===== src/taskwait_pkg.sv =====
// Shared widths, message kinds and table types for the taskwait manager.
// Imported by the arbiter, the table, the controller and the top level.
package taskwait_pkg;

    localparam int TDATA_W = 64;
    localparam int COUNT_W = 32;

    // Kind of a message on the merged stream
    typedef enum logic [0:0] {
        KIND_TASKWAIT = 1'b0,
        KIND_FINISH   = 1'b1
    } tw_kind_e;

    // One record per creator, 65 bits
    typedef struct packed {
        logic                      waiting;
        logic signed [COUNT_W-1:0] pending;
        logic [COUNT_W-1:0]        requested;
    } tw_entry_t;

    typedef enum logic [2:0] {
        CLEAR  = 3'd0,
        IDLE   = 3'd1,
        READ   = 3'd2,
        UPDATE = 3'd3,
        ACK    = 3'd4
    } tw_state_e;

endpackage

===== src/taskwait_manager.sv =====
// Taskwait manager top level, joins the stream merge, table sweep, table and controller.
// Accelerators send taskwaits and finishes, one ack per creator returns on taskwait_out.
module taskwait_manager #(
    parameter int MAX_ACCS = 16,
    localparam int ACC_BITS = $clog2(MAX_ACCS)
) (
    input  logic                               aclk,
    input  logic                               reset,
    input  logic                               taskwait_in_tvalid,
    output logic                               taskwait_in_tready,
    input  logic [ACC_BITS-1:0]                taskwait_in_tid,
    input  logic [taskwait_pkg::TDATA_W-1:0]   taskwait_in_tdata,
    input  logic                               finish_in_tvalid,
    output logic                               finish_in_tready,
    input  logic [taskwait_pkg::TDATA_W-1:0]   finish_in_tdata,
    output logic                               taskwait_out_tvalid,
    input  logic                               taskwait_out_tready,
    output logic [ACC_BITS-1:0]                taskwait_out_tdest,
    output logic [taskwait_pkg::TDATA_W-1:0]   taskwait_out_tdata
);
    import taskwait_pkg::*;

    logic                msg_valid;
    logic                msg_ready;
    tw_kind_e            msg_kind;
    logic [ACC_BITS-1:0] msg_acc;
    logic [COUNT_W-1:0]  msg_count;

    logic [ACC_BITS-1:0] clear_addr;
    logic                clear_done;

    logic [ACC_BITS-1:0] rd_addr;
    tw_entry_t           rd_data;
    logic                wr_en;
    logic [ACC_BITS-1:0] wr_addr;
    tw_entry_t           wr_data;

    stream_arbiter #(.MAX_ACCS(MAX_ACCS)) arbiter_i (
        .aclk      (aclk),
        .reset     (reset),
        .tw_valid  (taskwait_in_tvalid),
        .tw_ready  (taskwait_in_tready),
        .tw_acc    (taskwait_in_tid),
        .tw_data   (taskwait_in_tdata),
        .fin_valid (finish_in_tvalid),
        .fin_ready (finish_in_tready),
        .fin_data  (finish_in_tdata),
        .msg_valid (msg_valid),
        .msg_ready (msg_ready),
        .msg_kind  (msg_kind),
        .msg_acc   (msg_acc),
        .msg_count (msg_count)
    );

    tw_clear_counter #(.MAX_ACCS(MAX_ACCS)) clear_i (
        .aclk       (aclk),
        .reset      (reset),
        .clear_addr (clear_addr),
        .clear_done (clear_done)
    );

    tw_info_mem #(.MAX_ACCS(MAX_ACCS)) mem_i (
        .aclk    (aclk),
        .rd_addr (rd_addr),
        .rd_data (rd_data),
        .wr_en   (wr_en),
        .wr_addr (wr_addr),
        .wr_data (wr_data)
    );

    taskwait_fsm #(.MAX_ACCS(MAX_ACCS)) fsm_i (
        .aclk                (aclk),
        .reset               (reset),
        .clear_addr          (clear_addr),
        .clear_done          (clear_done),
        .msg_valid           (msg_valid),
        .msg_ready           (msg_ready),
        .msg_kind            (msg_kind),
        .msg_acc             (msg_acc),
        .msg_count           (msg_count),
        .rd_addr             (rd_addr),
        .rd_data             (rd_data),
        .wr_en               (wr_en),
        .wr_addr             (wr_addr),
        .wr_data             (wr_data),
        .taskwait_out_tvalid (taskwait_out_tvalid),
        .taskwait_out_tready (taskwait_out_tready),
        .taskwait_out_tdest  (taskwait_out_tdest),
        .taskwait_out_tdata  (taskwait_out_tdata)
    );

endmodule


===== src/taskwait_fsm.sv =====
// Read-modify-write controller for the creator table.
// Clears the table after reset, then applies one message at a time and raises acks.
module taskwait_fsm #(
    parameter int MAX_ACCS = 16,
    localparam int ACC_BITS = $clog2(MAX_ACCS)
) (
    input  logic                               aclk,
    input  logic                               reset,
    input  logic [ACC_BITS-1:0]                clear_addr,
    input  logic                               clear_done,
    input  logic                               msg_valid,
    output logic                               msg_ready,
    input  taskwait_pkg::tw_kind_e             msg_kind,
    input  logic [ACC_BITS-1:0]                msg_acc,
    input  logic [taskwait_pkg::COUNT_W-1:0]   msg_count,
    output logic [ACC_BITS-1:0]                rd_addr,
    input  taskwait_pkg::tw_entry_t            rd_data,
    output logic                               wr_en,
    output logic [ACC_BITS-1:0]                wr_addr,
    output taskwait_pkg::tw_entry_t            wr_data,
    output logic                               taskwait_out_tvalid,
    input  logic                               taskwait_out_tready,
    output logic [ACC_BITS-1:0]                taskwait_out_tdest,
    output logic [taskwait_pkg::TDATA_W-1:0]   taskwait_out_tdata
);
    import taskwait_pkg::*;

    tw_state_e           state;
    tw_state_e           state_next;

    // Latched message
    tw_kind_e            kind_q;
    logic [ACC_BITS-1:0] acc_q;
    logic [COUNT_W-1:0]  count_q;

    tw_entry_t           upd;
    tw_entry_t           upd_q;
    logic                ack_due;

    assign msg_ready = (state == IDLE);

    // Table output is valid in READ, address stays on the latched creator
    assign rd_addr = (state == IDLE) ? msg_acc : acc_q;

    always_comb begin
        upd = rd_data;
        if (kind_q == KIND_TASKWAIT) begin
            upd.pending   = rd_data.pending + $signed(count_q);
            upd.waiting   = 1'b1;
            upd.requested = count_q;
        end else begin
            upd.pending = rd_data.pending - $signed(count_q);
        end
    end

    assign ack_due = upd_q.waiting && (upd_q.pending == '0);

    always_comb begin
        wr_en   = 1'b0;
        wr_addr = acc_q;
        wr_data = upd_q;
        if (state == CLEAR) begin
            wr_en   = !clear_done;
            wr_addr = clear_addr;
            wr_data = '0;
        end else if (state == UPDATE) begin
            wr_en = 1'b1;
            // Entry goes back to zero once its ack is sent
            if (ack_due) begin
                wr_data = '0;
            end
        end
    end

    always_comb begin
        state_next = state;
        case (state)
            CLEAR:  if (clear_done) state_next = IDLE;
            IDLE:   if (msg_valid) state_next = READ;
            READ:   state_next = UPDATE;
            UPDATE: state_next = ack_due ? ACK : IDLE;
            ACK:    if (taskwait_out_tready) state_next = IDLE;
            default: state_next = CLEAR;
        endcase
    end

    always_ff @(posedge aclk) begin
        if (reset) begin
            state <= CLEAR;
        end else begin
            state <= state_next;
        end
    end

    always_ff @(posedge aclk) begin
        if (state == IDLE && msg_valid) begin
            kind_q  <= msg_kind;
            acc_q   <= msg_acc;
            count_q <= msg_count;
        end
        if (state == READ) begin
            upd_q <= upd;
        end
    end

    always_ff @(posedge aclk) begin
        if (reset) begin
            taskwait_out_tvalid <= 1'b0;
        end else if (state == UPDATE && ack_due) begin
            taskwait_out_tvalid <= 1'b1;
        end else if (taskwait_out_tready) begin
            taskwait_out_tvalid <= 1'b0;
        end
    end

    always_ff @(posedge aclk) begin
        if (state == UPDATE && ack_due) begin
            taskwait_out_tdest <= acc_q;
            taskwait_out_tdata <= {{(TDATA_W - COUNT_W){1'b0}}, upd_q.requested};
        end
    end

endmodule


===== src/tw_info_mem.sv =====
// Per-creator taskwait table, one registered read port and one write port.
module tw_info_mem #(
    parameter int MAX_ACCS = 16,
    localparam int ACC_BITS = $clog2(MAX_ACCS)
) (
    input  logic                    aclk,
    input  logic [ACC_BITS-1:0]     rd_addr,
    output taskwait_pkg::tw_entry_t rd_data,
    input  logic                    wr_en,
    input  logic [ACC_BITS-1:0]     wr_addr,
    input  taskwait_pkg::tw_entry_t wr_data
);
    import taskwait_pkg::*;

    tw_entry_t mem [MAX_ACCS];

    always_ff @(posedge aclk) begin
        if (wr_en) begin
            mem[wr_addr] <= wr_data;
        end
        rd_data <= mem[rd_addr];
    end

endmodule


===== src/tw_clear_counter.sv =====
// Address sweep that zeroes the creator table once after reset.
module tw_clear_counter #(
    parameter int MAX_ACCS = 16,
    localparam int ACC_BITS = $clog2(MAX_ACCS)
) (
    input  logic                aclk,
    input  logic                reset,
    output logic [ACC_BITS-1:0] clear_addr,
    output logic                clear_done
);

    always_ff @(posedge aclk) begin
        if (reset) begin
            clear_addr <= '0;
            clear_done <= 1'b0;
        end else if (!clear_done) begin
            if (clear_addr == ACC_BITS'(MAX_ACCS - 1)) begin
                clear_done <= 1'b1;
            end else begin
                clear_addr <= clear_addr + 1'b1;
            end
        end
    end

endmodule


===== src/stream_arbiter.sv =====
// Round-robin merge of the taskwait and finish streams into one message stream.
// A granted source keeps the grant until its handshake completes.
module stream_arbiter #(
    parameter int MAX_ACCS = 16,
    localparam int ACC_BITS = $clog2(MAX_ACCS)
) (
    input  logic                               aclk,
    input  logic                               reset,
    input  logic                               tw_valid,
    output logic                               tw_ready,
    input  logic [ACC_BITS-1:0]                tw_acc,
    input  logic [taskwait_pkg::TDATA_W-1:0]   tw_data,
    input  logic                               fin_valid,
    output logic                               fin_ready,
    input  logic [taskwait_pkg::TDATA_W-1:0]   fin_data,
    output logic                               msg_valid,
    input  logic                               msg_ready,
    output taskwait_pkg::tw_kind_e             msg_kind,
    output logic [ACC_BITS-1:0]                msg_acc,
    output logic [taskwait_pkg::COUNT_W-1:0]   msg_count
);
    import taskwait_pkg::*;

    // Selected source, 1 means finish
    logic sel;
    logic sel_q;
    logic hold_q;
    logic last_fin_q;

    always_comb begin
        if (hold_q) begin
            sel = sel_q;
        end else if (tw_valid && fin_valid) begin
            sel = ~last_fin_q;
        end else begin
            sel = fin_valid;
        end
    end

    assign msg_valid = sel ? fin_valid : tw_valid;
    assign tw_ready  = msg_ready && !sel;
    assign fin_ready = msg_ready && sel;

    assign msg_kind  = sel ? KIND_FINISH : KIND_TASKWAIT;
    assign msg_acc   = sel ? fin_data[ACC_BITS-1:0] : tw_acc;
    // A finish always retires one child
    assign msg_count = sel ? COUNT_W'(1) : tw_data[COUNT_W-1:0];

    always_ff @(posedge aclk) begin
        if (reset) begin
            hold_q     <= 1'b0;
            sel_q      <= 1'b0;
            last_fin_q <= 1'b0;
        end else if (msg_valid && msg_ready) begin
            hold_q     <= 1'b0;
            last_fin_q <= sel;
        end else if (msg_valid) begin
            hold_q <= 1'b1;
            sel_q  <= sel;
        end
    end

endmodule


===== config.mk =====
export PLATFORM = sky130hd
export DESIGN_NAME = taskwait_manager
export DESIGN_NICKNAME = d
export VERILOG_FILES = /design/src/taskwait_pkg.sv /design/src/taskwait_manager.sv /design/src/taskwait_fsm.sv /design/src/tw_info_mem.sv /design/src/tw_clear_counter.sv /design/src/stream_arbiter.sv
export SDC_FILE = /design/constraint.sdc
export NUM_CORES = 2
export LEC_CHECK = 0
export BUFFER_PORTS_ARGS = -buffer_cell sky130_fd_sc_hd__buf_4
export CAP_MARGIN = 20
export CORE_MARGIN = 2
export CORE_UTILIZATION = 30
export DETAILED_ROUTE_END_ITERATION = 8
export MAX_ROUTING_LAYER = met4
export SETUP_SLACK_MARGIN = 0.2
export SLEW_MARGIN = 15
export SYNTH_ARGS = -nofsm -noshare
export SYNTH_HDL_FRONTEND = slang
export SYNTH_SLANG_ARGS = --single-unit

===== constraint.sdc =====
create_clock -name aclk -period 12.78 [get_ports aclk]
set_input_delay 0.639 -clock aclk [delete_from_list [all_inputs] [get_ports aclk]]
set_output_delay 0.639 -clock aclk [all_outputs]
set_load 0.05 [all_outputs]

==> results.cfg <==
[run_status]
status = finished clean

[grt]
grt_pass1_vias = 29000
track_usage_pct = 15.1
grt_first_pass_wirelength_mm = 191
overflow = 0
grt_max_degree = 201
antenna_found_initial = 3

[synth]
netlist_area_mm2 = 0.0505
synth_top_flop_cell = edfxtp_1
synth_area_leaders = edfxtp_1 70%, nand2_1 8.5%, nand3_1 3.9%, dfxtp_1 3.1%, a32oi_1 2.3%
ys.warnings.count = 0
yosysUniqueCellTypes = 66
async_flop_share_pct = 0
synth_top_area_share_pct = 70.0
synth_cells = 3867
synth_top_cell_by_area = edfxtp_1
ys_seq_area_share_pct = 73.1
synth_seq_cells = 1255
avgSynthCellArea_um2 = 13.1
synth-edff-count = 1178

[final_layout]
syn_to_final_growth_pct = 14.0
final_area_mm2 = 0.0576
multi_input_area_mm2 = 0.0123
fill_cells = 16000
drive_above_1_share_pct = 10.2
regArea_mm2 = 0.0369
final_util_pct = 34.4
n_antenna_cell = 0
layout.nets = 4088

[route]
drc = 0
drt-initial-drc-count = 3206
postRouteAntennaNets = 0
wl_per_cell_um = 20.9
via_per_inst = 4.96
drt_pass1_iterations = 5
num_vias = 30900
drt_wl_total_mm = 130

[sta]
fin_crit_ps = 4760
setup_violations = 0
rsz0062_at_grt = no
hold_viol_final = 0
fin_ws_ps = 8020
worst_clock_skew_ps = 24.7
max_freq_mhz = 210
tns_ps = 0
fin_crit_sh_pct = 37.3
slew_headroom_pct = 25.1
drv_slew = 0
worst_pin_slew_ps = 1120

[worst_setup_path]
crit_required_ps = 13430
cp.arrival_ps = 5410
critical_path_class = register to register
cp_max_fo = 200
critPathCaptureType = register
startpoint_type = register
r2r-start = fsm_i.state[0]
cp-startpoint = fsm_i.state[0]

[floorplanning]
initial_utilization_pct = 30.2
io_pins = 208
coreArea_mm2 = 0.167
die_area_mm2 = 0.172
fp.dieW_um = 414
rows = 150
die_height_um = 414

[flow_run]
maxCapViolCount = 0

[worst_hold_path]
hp-class = input port to register
min-delay-start = taskwait_in_tid[0]

[clocking]
hold_buffers = 0
root_buffer = clkbuf_16
post_cts_buffers = 0
clock_latency_ps = 740
clockBufferDepth = 3
clock-sinks = 1255
cts_tree = done
cts_inserted_buffers = 131
htreeDepth = 4
clkTransAtPathRegs_ps = 60
cts_resized = 0

[placement]
gp_congestion = 0.837
placed_cell_area_mm2 = 0.0531
dp_hpwl_mm = 67.5
portBuffers = 83
post-place-ws_ps = 7400

[power]
ir_worst_vdd_uv = 95.9
p_per_area_mw_per_mm2 = 194
p_leak_nw = 19.8
==> routing by layer <==
| layer | up-vias | global-route usage, % | routed length (um) |
|---|---|---|---|
| met5 | - | - | 0 |
| met4 | 0 | 4.93 | 3760 |
| met3 | 203 | 1.88 | 6760 |
| met2 | 1004 | 24.8 | 64400 |
| met1 | 15600 | 19.3 | 55500 |
| li1 | 14100 | - | - |
==> path summary, 6_finish.rpt <==
kind	end	cells after the start	slack [ps]
setup / recovery	mem_i.rd_data[51]	11	8020
hold / removal	fsm_i.acc_q[0]	3	170
setup reg to reg	mem_i.rd_data[51]	11	8020
hold reg to reg	fsm_i.taskwait_out_tdata[24]	0	450
==> metrics by stage <==
stage	hold slack, ps	std cells	power, mW
finish	172	6230	11.2
global route	159	6230	11.6
CTS	125	6226	11.2
detailed placement	427	5984	7.33
global placement	433	5984	7.30
floorplan	417	3898	6.72
==> registers in the layout, summed over array words and instances (netlist names), 3 cells and up <==
name                      count
mem_i.rd_data                65
fsm_i.state                   3
fsm_i.taskwait_out_tdest      4
fsm_i.count_q                32
fsm_i.acc_q                   4
fsm_i.taskwait_out_tdata     32
fsm_i.upd_q                  65
clear_i.clear_addr            4
mem_i.mem                  1040
==> cells in the mapped netlist (37+ instances only) <==
cell / instances
nor2_1: 79
buf_2: 108
edfxtp_1: 1178
and2_1: 66
buf_6: 42
nand3_1: 393
xnor2_1: 51
clkbuf_1: 70
a31oi_1: 142
nand2_1: 1142
buf_4: 37
a21oi_1: 56
nor2b_1: 37
a32oi_1: 131
dfxtp_1: 77
==> cell usage in the layout, fill, tap and decap left out, drive strengths merged, types with 4 or more instances in the layout <==
cell type,Yosys,routed
edfxtp,1178,1178
nand2,1143,1143
nand3,393,393
clkbuf,70,182
buf,190,146
a31oi,142,142
a32oi,131,131
nor2,83,83
dfxtp,77,77
and2,66,66
a21oi,56,56
xnor2,51,51
nor2b,37,37
ha,33,33
mux2,33,33
conb,1,32
clkinv,0,32
inv,19,26
o21ai,25,25
nor3,19,19
bufinv,0,16
nor4,13,13
nand2b,11,11
xor2,9,9
o21a,8,8
and3,7,7
a21o,7,7
nor3b,6,6
mux2i,5,5
a211oi,5,5
o31ai,5,5
o21bai,5,5
clkinvlp,0,5
nand4,4,4
==> cell type report <==
type | instances | area share, %
multi-input cells | 2364 | 21.3
well taps | 2204 | 4.79
clock buffers | 182 | 6.31
flip-flops and latches | 1255 | 64.1
clock inverters | 60 | 1.35
inverters | 19 | 0.124
repair buffers | 146 | 1.98
==> cell families after synthesis <==
family	after synthesis	share of synthesized area, %
adders and majority gates	34	0.857
AOI/OAI and AO/OA	402	5.62
DFF	1255	73.1
buffers and inverters	279	3.24
xor gates and xnor gates	60	1.04
and+or+nand+nor	1798	15.3
other	1	0.00742
muxes	38	0.872
==> worst max-delay path, cell delays in order, from the launching register on <==
cell,delay (ps)
dfxtp_1,590
or3b_2,620
nor2_1,130
mux2_4,170
or2_4,120
buf_12,550
buf_4,740
buf_4,900
nand2_1,120
a31oi_1,210
a32oi_1,80
nand2_1,190
==> report_power, final <==
| part | switching (mW) | total (mW) | internal [mW] | leakage [nW] |
|---|---|---|---|---|
| logic | 1.46 | 2.04 | 0.578 | 6.22 |
| clock network | 1.57 | 3.90 | 2.33 | 2.14 |
| registers | 0.129 | 5.22 | 5.09 | 11.5 |
| total | 3.16 | 11.2 | 7.99 | 19.8 |
Power figures use the tool's default switching activity.
